$ cat src/include/theme_score.svh
////////////////////////////////////////
// Looping two-voice phrase
////////////////////////////////////////

localparam int THEME_STEPS = 32;

// Row 0 is the melody, row 1 the bass line.
// Each entry is octave*12 + semitone; 0 leaves the voice silent.
localparam theme_pkg::note_code_t
    THEME_SCORE [theme_pkg::NUM_VOICES][THEME_STEPS] = '{
    '{
        6'd34,                          // Bar 1
        6'd0,
        6'd29,
        6'd30,
        6'd32,                          // Bar 2
        6'd0,
        6'd30,
        6'd29,
        6'd27,                          // Bar 3
        6'd0,
        6'd27,
        6'd30,
        6'd34,                          // Bar 4
        6'd0,
        6'd32,
        6'd30,
        6'd29,                          // Bar 5
        6'd0,
        6'd29,
        6'd30,
        6'd32,                          // Bar 6
        6'd0,
        6'd34,
        6'd0,
        6'd30,                          // Bar 7
        6'd0,
        6'd27,
        6'd0,
        6'd27,                          // Bar 8, tail rests
        6'd0,
        6'd0,
        6'd0
    },
    '{
        6'd10, 6'd22, 6'd10, 6'd22,     // G octave jumps
        6'd10, 6'd22, 6'd10, 6'd22,
        6'd15, 6'd27, 6'd15, 6'd27,     // C
        6'd15, 6'd27, 6'd15, 6'd27,
        6'd14, 6'd26, 6'd14, 6'd26,     // B
        6'd14, 6'd26, 6'd14, 6'd26,
        6'd10, 6'd22, 6'd10, 6'd22,     // Back to G
        6'd8,  6'd20, 6'd8,  6'd20      // F leads into the loop
    }
};

$ cat src/design/theme_pkg.sv
package theme_pkg;

    ////////////////////////////////////////
    // Sizes
    ////////////////////////////////////////

    localparam int NUM_VOICES = 2;      // Melody and bass
    localparam int STEP_W     = 5;      // 32 steps per phrase
    localparam int CODE_W     = 6;      // Score entry width
    localparam int DIV_W      = 9;      // Note counter width
    localparam int OCT_W      = 8;      // Octave counter width

    ////////////////////////////////////////
    // Types
    ////////////////////////////////////////

    // Score entry, octave*12 + semitone, or 0 for a rest
    typedef logic [CODE_W-1:0] note_code_t;

    typedef struct packed {
        logic [2:0] octave;             // Code divided by twelve
        logic [3:0] semitone;           // Remainder, 0 is A
        logic       rest;               // Code was zero
    } pitch_t;

    typedef struct packed {
        logic             sounding;       // Voice may toggle
        logic [DIV_W-1:0] note_reload;    // Inner prescaler reload
        logic [OCT_W-1:0] octave_reload;  // Outer prescaler reload
    } voice_cmd_t;

    ////////////////////////////////////////
    // Pitch helpers
    ////////////////////////////////////////

    // Clock divider per semitone, A up to G sharp
    function automatic logic [DIV_W-1:0] semitone_divider(input logic [3:0] semitone);
        logic [DIV_W-1:0] div;
        case (semitone)
            4'd0:    div = 9'd511;      // A
            4'd1:    div = 9'd482;      // A sharp
            4'd2:    div = 9'd455;      // B
            4'd3:    div = 9'd430;      // C
            4'd4:    div = 9'd405;      // C sharp
            4'd5:    div = 9'd383;      // D
            4'd6:    div = 9'd361;      // D sharp
            4'd7:    div = 9'd341;      // E
            4'd8:    div = 9'd322;      // F
            4'd9:    div = 9'd303;      // F sharp
            4'd10:   div = 9'd286;      // G
            4'd11:   div = 9'd270;      // G sharp
            default: div = 9'd0;
        endcase
        return div;
    endfunction

    // Only the top four code bits need a real division by three.
    // With code = 4*u + l and u = 3*q + r the semitone is 4*r + l.
    function automatic pitch_t split_code(input note_code_t code);
        pitch_t     p;
        logic [3:0] upper;
        logic [3:0] upper_rem;
        upper       = code[CODE_W-1:2];
        upper_rem   = upper % 4'd3;
        p.octave    = 3'(upper / 4'd3);
        p.semitone  = {upper_rem[1:0], code[1:0]};
        p.rest      = (code == '0);
        return p;
    endfunction

endpackage

$ cat src/design/score_sequencer.sv
module score_sequencer #(
    parameter int STEP_LOG2   = 22,
    parameter int GAP_LOG2    = STEP_LOG2 - 4,
    parameter int PITCH_SHIFT = 0,
    parameter int OCTAVE_TOP  = 255
) (
    input  logic                                              clk,
    input  logic                                              reset,
    input  logic                                              run,
    output logic [theme_pkg::STEP_W-1:0]                      step,
    output theme_pkg::voice_cmd_t [theme_pkg::NUM_VOICES-1:0] cmd
);

    `include "theme_score.svh"

    // Top of the octave prescaler before the octave shift
    localparam logic [theme_pkg::OCT_W-1:0] OCT_TOP = OCTAVE_TOP[theme_pkg::OCT_W-1:0];

    ////////////////////////////////////////
    // Tempo and step
    ////////////////////////////////////////

    logic [STEP_LOG2-1:0]         tempo_cnt;       // Clocks into the current step
    logic [STEP_LOG2-1:0]         tempo_next;
    logic                         step_tick;       // Last counted clock of a step
    logic [theme_pkg::STEP_W-1:0] step_next;
    logic                         gap_done;        // Past the silent lead-in

    assign step_tick  = run && (tempo_cnt == '1);
    assign tempo_next = run ? tempo_cnt + 1'b1 : tempo_cnt;   // Wraps on its own

    always_comb begin
        step_next = step;
        if (step_tick) begin
            if (step == theme_pkg::STEP_W'(THEME_STEPS - 1))
                step_next = '0;
            else
                step_next = step + 1'b1;
        end
    end

    // Silent while the counter is still below two to GAP_LOG2
    assign gap_done = (tempo_next[STEP_LOG2-1:GAP_LOG2] != '0);

    always_ff @(posedge clk or posedge reset) begin
        if (reset) begin
            tempo_cnt <= '0;
            step      <= '0;
        end else begin
            tempo_cnt <= tempo_next;
            step      <= step_next;
        end
    end

    ////////////////////////////////////////
    // Score lookup and voice commands
    ////////////////////////////////////////

    theme_pkg::pitch_t                                 pitch [theme_pkg::NUM_VOICES];
    theme_pkg::voice_cmd_t [theme_pkg::NUM_VOICES-1:0] cmd_next;

    // Commands follow the step that is about to be loaded, so both
    // change on the same edge
    always_comb begin
        for (int v = 0; v < theme_pkg::NUM_VOICES; v++) begin
            pitch[v] = theme_pkg::split_code(THEME_SCORE[v][step_next]);
            cmd_next[v].sounding      = run && !pitch[v].rest && gap_done;
            cmd_next[v].note_reload   =
                theme_pkg::semitone_divider(pitch[v].semitone) >> PITCH_SHIFT;
            cmd_next[v].octave_reload = OCT_TOP >> pitch[v].octave;  // Higher octave, faster
        end
    end

    always_ff @(posedge clk or posedge reset) begin
        if (reset)
            cmd <= '0;                  // Every voice silent
        else
            cmd <= cmd_next;
    end

endmodule

$ cat src/design/tone_voice.sv
module tone_voice (
    input  logic                  clk,
    input  logic                  reset,
    input  theme_pkg::voice_cmd_t cmd,
    output logic                  speaker
);

    ////////////////////////////////////////
    // Nested prescalers
    ////////////////////////////////////////

    logic [theme_pkg::DIV_W-1:0] note_cnt;     // Semitone divider
    logic [theme_pkg::OCT_W-1:0] octave_cnt;   // Octave divider
    logic                        note_zero;
    logic                        octave_zero;

    assign note_zero   = (note_cnt == '0);
    assign octave_zero = (octave_cnt == '0);

    always_ff @(posedge clk or posedge reset) begin
        if (reset) begin
            note_cnt <= '0;
        end else if (note_zero) begin
            note_cnt <= cmd.note_reload;
        end else begin
            note_cnt <= note_cnt - 1'b1;
        end
    end

    // Outer counter steps once per inner wrap
    always_ff @(posedge clk or posedge reset) begin
        if (reset) begin
            octave_cnt <= '0;
        end else if (note_zero) begin
            if (octave_zero)
                octave_cnt <= cmd.octave_reload;
            else
                octave_cnt <= octave_cnt - 1'b1;
        end
    end

    ////////////////////////////////////////
    // Square wave
    ////////////////////////////////////////

    // Counters keep running while silent, only the toggle is gated
    always_ff @(posedge clk or posedge reset) begin
        if (reset)
            speaker <= 1'b0;
        else if (note_zero && octave_zero && cmd.sounding)
            speaker <= ~speaker;        // Half period done
    end

endmodule

$ cat src/design/theme_player.sv
module theme_player #(
    parameter int STEP_LOG2   = 22,
    parameter int GAP_LOG2    = STEP_LOG2 - 4,
    parameter int PITCH_SHIFT = 0,
    parameter int OCTAVE_TOP  = 255
) (
    input  logic                             clk,
    input  logic                             reset,
    input  logic                             run,       // Low pauses the theme
    output logic [theme_pkg::STEP_W-1:0]     step,
    output logic [theme_pkg::NUM_VOICES-1:0] speaker
);

    theme_pkg::voice_cmd_t [theme_pkg::NUM_VOICES-1:0] cmd;   // One per voice

    ////////////////////////////////////////
    // Sequencer
    ////////////////////////////////////////

    score_sequencer #(
        .STEP_LOG2   (STEP_LOG2),
        .GAP_LOG2    (GAP_LOG2),
        .PITCH_SHIFT (PITCH_SHIFT),
        .OCTAVE_TOP  (OCTAVE_TOP)
    ) u_score_sequencer (
        .clk   (clk),
        .reset (reset),
        .run   (run),
        .step  (step),
        .cmd   (cmd)
    );

    ////////////////////////////////////////
    // Voices
    ////////////////////////////////////////

    for (genvar v = 0; v < theme_pkg::NUM_VOICES; v++) begin : g_voice
        tone_voice u_tone_voice (
            .clk     (clk),
            .reset   (reset),
            .cmd     (cmd[v]),
            .speaker (speaker[v])     // Straight to the pin
        );
    end

endmodule

$ cat config.mk
export PLATFORM = sky130hd
export DESIGN_NAME = theme_player
export DESIGN_NICKNAME = d
export VERILOG_FILES = /design/src/design/theme_pkg.sv /design/src/design/score_sequencer.sv /design/src/design/tone_voice.sv /design/src/design/theme_player.sv
export VERILOG_INCLUDE_DIRS = /design/src /design/src/include
export SDC_FILE = /design/constraint.sdc
export NUM_CORES = 1
export LEC_CHECK = 0
export BUFFER_PORTS_ARGS = -buffer_cell sky130_fd_sc_hd__buf_2
export CELL_PAD_IN_SITES_DETAIL_PLACEMENT = 1
export CELL_PAD_IN_SITES_GLOBAL_PLACEMENT = 2
export CORE_MARGIN = 4
export CORE_UTILIZATION = 35
export CTS_CLUSTER_DIAMETER = 30
export CTS_CLUSTER_SIZE = 8
export DETAILED_ROUTE_END_ITERATION = 8
export PLACE_DENSITY_LB_ADDON = 0.1
export SETUP_SLACK_MARGIN = 0.05
export SLEW_MARGIN = 25
export SYNTH_ARGS = -nofsm -noshare
export SYNTH_HDL_FRONTEND = slang
export SYNTH_SLANG_ARGS = --single-unit
export TNS_END_PERCENT = 50
$ cat constraint.sdc
create_clock -name clk -period 6.3 [get_ports clk]
set_input_delay 1.26 -clock clk [delete_from_list [all_inputs] [get_ports clk]]
set_output_delay 1.26 -clock clk [all_outputs]
set_load 0.02 [all_outputs]
=== Word-level counts from Yosys, hierarchy flattened ===
Memories as Yosys holds them, arrays and structs flattened. A register that Yosys moved wholly into a read port is not among the register bits.
Cells that the tools add are included.

* Bitwise gates (word level): 3
* Divide/modulo/power cells: 4
* Equal/unequal tests: 2
* Shifts and indexed selects: 2
* Multiplexer cells: 11
* $lt $le $gt $ge: 1
* Add/sub/neg operators: 6
* Reduce and logical (&&, ||, !) cells: 18

{| class="wikitable"
|+ Operator list
! kind !! number
|-
| 6-bit 2-to-1 mux || 4
|-
| 22-bit by 1-bit adder with 22-bit output (second input constant) || 1
|-
| 22-bit == test (second input constant) || 1
|-
| 22-bit 2-to-1 mux || 1
|-
| 9-bit zero test || 2
|-
| 9-bit 2-to-1 mux || 2
|-
| 9-bit by 1-bit subtractor with 9-bit output (second input constant) || 2
|-
| 8-bit zero test || 2
|-
| 8-bit 2-to-1 mux || 2
|-
| 8-bit by 3-bit right shift with 8-bit output (first input constant) || 2
|-
| 8-bit by 1-bit subtractor with 8-bit output (second input constant) || 2
|-
| 6-bit zero test || 2
|-
| 5-bit 2-to-1 mux || 2
|-
| 1-bit logical AND || 9
|-
| 4-bit by 2-bit divider with 4-bit output (second input constant) || 2
|-
| 4-bit by 2-bit remainder unit with 4-bit output (second input constant) || 2
|-
| 6-bit >= comparator (second input constant) || 1
|-
| 5-bit inverter with 6-bit output || 1
|-
| 5-bit by 1-bit adder with 5-bit output (second input constant) || 1
|-
| 5-bit == test (second input constant) || 1
|-
| 4-bit nonzero test || 1
|-
| 1-bit zero test || 2
|-
| 1-bit inverter || 2
|}

* Input port bits: 3
* Word-level logic and storage cells: 64
* Output and inout port bits: 7
* ROM bits: 672
* Memories: 4
* Register bits after elaboration: 81

{| class="wikitable"
|+ Memories
! name !! words !! width !! rd ports !! clocked after Yosys merged registers in !! wr ports !! line !! source
|-
| (name not given) || 32 || 6 || 1 || 0 || 0 || score_sequencer.sv:66 || <nowiki>pitch[v] = theme_pkg::split_code(THEME_SCORE[v][step_next]);</nowiki>
|-
| (name not given) || 32 || 6 || 1 || 0 || 0 || score_sequencer.sv:66 ||
|-
| (name not given) || 16 || 9 || 1 || 1 || 0 || theme_pkg.sv:39 || <nowiki>case (semitone)</nowiki>
|-
| (name not given) || 16 || 9 || 1 || 1 || 0 || theme_pkg.sv:39 ||
|}

=== Depth between registers and ports, before layout ===
* Word-level depth: 11
* Depth in mapped cells: 18
* Mapped depth without buffers: 17

=== Hierarchy ===
Synthesis repeated with hierarchy kept, for this count alone.

* Cell total of the unflattened synthesis: 546
* Area total of the unflattened synthesis: 5,303.8 um^2

{| class="wikitable"
|+ Modules (own cells, without submodules)
! module !! cells an instance !! area each (um^2) !! sequential area each (um^2) !! instances
|-
| score_sequencer || 324 || 3,261.9 || 1,426.4 || 1
|-
| tone_voice || 111 || 1,021.0 || 450.4 || 2
|}

=== Least setup slack after synthesis ===
No wires, ideal clock.

* Path type: in2reg
* Start point: input run
* End point: register u_score_sequencer.cmd[28] (netlist name)
* Data arrival time: 4.875 ns
* Path buffers: 3
* Setup time: 0.082 ns
* Stages: 16
* Setup slack: 1.343 ns
* Required time: 6.218 ns
* Cells stage by stage: nand4_4 or4_1 buf_2 nor2_4 mux2i_1 inv_1 buf_2 ha_1 nand3_1 and2_1 ha_1 buf_1 o211ai_1 o22ai_2 mux2_2 o22ai_1

* Longest elaborated chain between the ends: 7

{| class="wikitable"
|+ RTL lines
! element !! line !! source
|-
| from (decl) || theme_player.sv:9 || <nowiki>input logic run,</nowiki>
|-
| 1-bit logical AND (*) || score_sequencer.sv:29 || <nowiki>assign step_tick = run && (tempo_cnt == '1);</nowiki>
|-
| 5-bit 2-to-1 mux (*) || score_sequencer.sv:34 || <nowiki>if (step_tick) begin</nowiki>
|-
| net u_score_sequencer.step_next (one bit) || score_sequencer.sv:26 || <nowiki>logic [theme_pkg::STEP_W-1:0] step_next;</nowiki>
|-
| 5-bit inverter with 6-bit output (not written as such) (*) || score_sequencer.sv:66 ||
|-
| memory read 32 x 6 bit (*) || -- ||
|-
| 6-bit 2-to-1 mux (not written as such) (*) (2 in a row) || score_sequencer.sv:66 ||
|-
| 4-bit by 2-bit remainder unit with 4-bit output || theme_pkg.sv:64 || <nowiki>upper_rem = upper % 4'd3;</nowiki>
|}

Mark *: on every way through the listed nets, which the timed path passes. The rest lies on a longest branch. The select of a mux whose other input is x is not followed.
A chain may end at the register's enable or synchronous reset.

=== Worst setup path after layout ===
* Start point: input run
* End point: register u_score_sequencer.cmd[28] (netlist name)

* Longest elaborated chain between the ends: 7

{| class="wikitable"
|+ RTL lines
! element !! line
|-
| 1-bit logical AND (*) || score_sequencer.sv:29
|-
| 5-bit 2-to-1 mux (*) || score_sequencer.sv:34
|-
| 5-bit inverter with 6-bit output (not written as such) (*) || score_sequencer.sv:66
|-
| memory read 32 x 6 bit (*) || --
|-
| 6-bit 2-to-1 mux (not written as such) (*) (2 in a row) || score_sequencer.sv:66
|-
| 4-bit by 2-bit remainder unit with 4-bit output || theme_pkg.sv:64
|}

Mark *: on every way between the ends. The rest lies on a longest branch, timed or not. The select of a mux whose other input is x is not followed.

==> PnR_summary.wiki <==
{| class="wikitable"
! Metric !! Value
|-
| Area of the placeable core || 0.0145 mm²
|-
| Flip-flop and latch area || 0.00235 mm²
|-
| Largest delay contributor family on the critical path || simple AND/OR/NAND/NOR gates
|-
| Yosys warning total || 0
|-
| Number of antenna violations at the first check in global routing || 0
|-
| DR iter-0 viols || 160
|-
| Pin count of the biggest net entering global routing || 78
|-
| Total power per unit cell area || 232 mW/mm²
|-
| Ratio of final minimum period to clock period || 80.1%
|-
| Transition time at the pin with the least slew margin || 0.778 ns
|-
| Number of cells on the critical path || 14
|-
| Routed wire per std cell || 15.5 µm
|-
| IO Pins || 10
|-
| Count of buffer and inverter cells on the critical path || 2
|-
| Detailed-route wire length || 11600 µm
|-
| Peak Freq || 198 MHz
|-
| Count of cells along the worst hold path || 2
|-
| Crit Path Max Fanout || 10
|-
| Slew headroom || 48.0%
|-
| CTS Hold Buffers Added || 0
|-
| Die height || 129 µm
|-
| Crit-path max cell delay || 0.74 ns
|-
| Routed wl met2 || 5240 µm
|-
| Final-report max-slew violation count || 0
|-
| Clock latency reported for the late side of the worst-skew pair || 0.35 ns
|-
| P&R area growth vs syn || 11.0%
|-
| Number of nets in the layout || 591
|-
| Peak ir drop on the vdd network || 0.120 mV
|-
| Share of layout cells above drive strength 1 || 8.85%
|-
| Number of buffers on the longest clock path || 2
|-
| Unrepaired setup endpoints after global routing || no
|-
| Clock-pin slew reported for the worst setup and hold paths after clock tree synthesis || 0.07 ns
|-
| HPWL after detailed placement || 8380 µm
|-
| Max Cap Viol || 0
|-
| CP max stage cell || or4_1
|-
| Crit start category || input pin
|-
| Global-route total usage across every layer || 15.3%
|-
| Area used by multi-input combinational logic || 0.00260 mm²
|-
| Cell row count || 44
|-
| Buffer type at the clock tree root || clkbuf_16
|-
| Netlist area before placement || 0.00515 mm²
|-
| Min cycle time layout || 5.05 ns
|-
| Number of input and output port buffers inserted || 9
|-
| Hold WC Path Type || flop to flop
|-
| Post-synthesis instance total || 553
|-
| Final hold vios || 0
|-
| Outcome || finished clean
|-
| Buffers inserted by post-CTS timing repair || 0
|-
| Largest clock skew in the final design || 0.00888 ns
|-
| Static leakage || 0.00240 µW
|-
| Register bit count reported by yosys || 94
|-
| Pwr Total || 1320 µW
|-
| Number of global-route vias before repair || 4155
|-
| H-tree depth || 3
|-
| Weighted congestion at the end of routability-driven global placement || 0.777
|-
| Vias after detailed routing || 3935
|-
| Yosys cell types || 66
|-
| Critical Path RT || 6.57 ns
|-
| Sum of met3 wire segment lengths after detailed routing || 316 µm
|-
| Most frequent cell on the critical path || ha_1
|-
| Worst Path Arrival || 5.31 ns
|-
| GR Overflow Total || 0
|-
| Cell depth of the worst flop-to-flop path || 14
|-
| Count of instances resized after the clock tree is built || 0
|-
| Type of element capturing the critical path || flop
|-
| Horiz. Die Dim || 129 µm
|-
| Number of DRC violations after detailed routing || 0
|-
| Critical path cell sequence || buf_2 -> nand4_4 -> or4_1 -> nor2_4 -> mux2i_1 -> inv_1 -> ha_1 -> o21ai_0 -> and2_1 -> ha_1 -> o211ai_1 -> o22ai_2 -> mux2_2 -> o22ai_1
|-
| CTS tree || done
|-
| Sequential-to-total area share from yosys stat || 45.6%
|-
| Antenna-violating nets left || 0
|-
| Category of the critical setup timing path || input pin to flop
|-
| Number of synthesized flops with an enable pin || 0
|-
| Number of placed instances with taps included || 734
|-
| Final total negative setup slack || 0 ns
|-
| Top_reg_cell synth || dfrtp_1
|-
| Final setup violation count || 0
|-
| Number of fill cells || 1688
|-
| Initial Utilization || 35.6%
|-
| Number of inserted diodes || 0
|-
| Total die area || 0.0167 mm²
|-
| Via density per instance || 5.25
|-
| Uppermost layer routed || met4
|-
| Async set-or-reset flop fraction in the synthesized netlist || 100%
|-
| Number of CTS-inserted buffers || 9
|-
| Wire length of the first global-routing pass || 20600 µm
|-
| Num Clock Sinks || 94
|-
| Cell Count, Final, Fillers Out || 749
|-
| Detailed Routing Iterations Pass 1 || 4
|-
| Wire length the detailed router placed on met1 || 5830 µm
|-
| Mean post-synth cell area || 9.32 µm²
|}
[routing by layer]
metal	vias up	global-route usage, %
met5	-	0
met1	1939	21.4
li1	1949	-
met3	11	3.09
met2	36	23.6
met4	0	5.25
[metrics by stage]
step / cell area, µm² / utilization, % / worst slack [ns] / hold slack, ns
floorplan: 5160 / - / 1.34 / 0.426
global placement: 5390 / 37.2 / 1.05 / 0.440
detailed placement: 5390 / 37.2 / 0.899 / 0.447
CTS: 5720 / 39.5 / 1.27 / 0.467
global route: 5720 / 39.5 / 0.931 / 0.496
finish: 5720 / 39.5 / 1.25 / 0.459
[synth_stat cells, types with 4 or more instances]
library cell,count,area share (%)
o21ai_0,26,2.5
xor2_1,13,2.2
a21o_1,6,0.87
or2_2,4,0.49
xnor2_1,24,4.1
a211oi_1,5,0.73
nand2_1,56,4.1
nand3_1,19,1.8
mux2i_1,5,0.97
a31oi_1,9,1.1
clkbuf_1,9,0.66
o211ai_1,5,0.73
nand4_1,12,1.5
and2_1,5,0.61
nand2b_1,5,0.61
ha_1,27,6.6
and3_1,6,0.73
nor3_1,15,1.5
dfrtp_1,94,46
nor2_1,67,4.9
nor4_1,6,0.73
inv_1,30,2.2
buf_2,4,0.39
a21oi_1,40,3.9
[cell usage in the layout, fill, tap and decap left out, types with 6 or more instances in the layout]
cell type   n
a31oi_1     9
nor2_1     67
nand4_1    12
and3_1      6
xor2_1     13
nor3_1     15
clkbuf_16   9
inv_1      29
o21ai_0    26
nand2_1    56
a21o_1      6
ha_1       27
a21oi_1    40
nand3_1    19
dfrtp_1    94
xnor2_1    24
buf_2       9
[worst paths after layout]
path	from	endpoint	slack [ns]
max in group asynchronous	reset	u_score_sequencer.tempo_cnt[9]$_DFFE_PP0P_	4.49
min in group asynchronous	reset	g_voice[0].u_tone_voice.octave_cnt[3]$_DFFE_PP0P_	0.85
worst max register to register	u_score_sequencer.tempo_cnt[0]$_DFFE_PP0P_	u_score_sequencer.cmd[28]$_DFF_PP0_	1.67
worst max-delay path	run	u_score_sequencer.cmd[28]$_DFF_PP0_	1.25
worst min-delay path	u_score_sequencer.cmd[13]$_DFF_PP0_	g_voice[0].u_tone_voice.note_cnt[5]$_DFF_PP0_	0.46
worst min register to register	u_score_sequencer.cmd[13]$_DFF_PP0_	g_voice[0].u_tone_voice.note_cnt[5]$_DFF_PP0_	0.46
[logic make-up (layout without fill, tap and decap cells)]
kind of cell	after synthesis	in the layout	share of synthesized area (%)
flip-flops	94	94	45.6
adder cells (fa/ha/maj)	27	27	6.55
multiplexers	8	8	1.63
buffers and inverters	50	61	4.03
AND/OR/NAND/NOR	214	214	20.2
XOR/XNOR	38	38	6.60
AO/OA/AOI/OAI	121	121	15.3
other	1	2	0.0728
[power breakdown]
| part | internal (µW) | switching (µW) | leakage, µW |
|---|---|---|---|
| Clock | 368 | 235 | 0.000155 |
| Combinational | 27.9 | 35.1 | 0.00118 |
| Sequential | 629 | 30.0 | 0.00107 |
[sequential cells by signal, indices dropped and copies added (netlist names)]
signal and count:
u_score_sequencer.cmd 31, u_score_sequencer.tempo_cnt 22, g_voice.u_tone_voice.note_cnt 18, g_voice.u_tone_voice.octave_cnt 16, u_score_sequencer.step 5, g_voice.u_tone_voice.speaker 2
[area by class of cell]
type                       instances  share of cell area (%)
timing repair buffer              14                    1.51
inverter                          32                    2.14
clock buffer                      12                    4.48
tap                              184                    4.03
multi-input combinational        410                    45.5
clock inverter                     3                    1.18
sequential                        94                    41.1
[worst min-delay path: cells and delay by family (launching register included)]
kind / cells / cell delay [ns]
compound gates: 1 / 0.06
flops: 1 / 0.32
simple gates: 1 / 0.04
No activity file was read; power rests on OpenSTA's default activity.
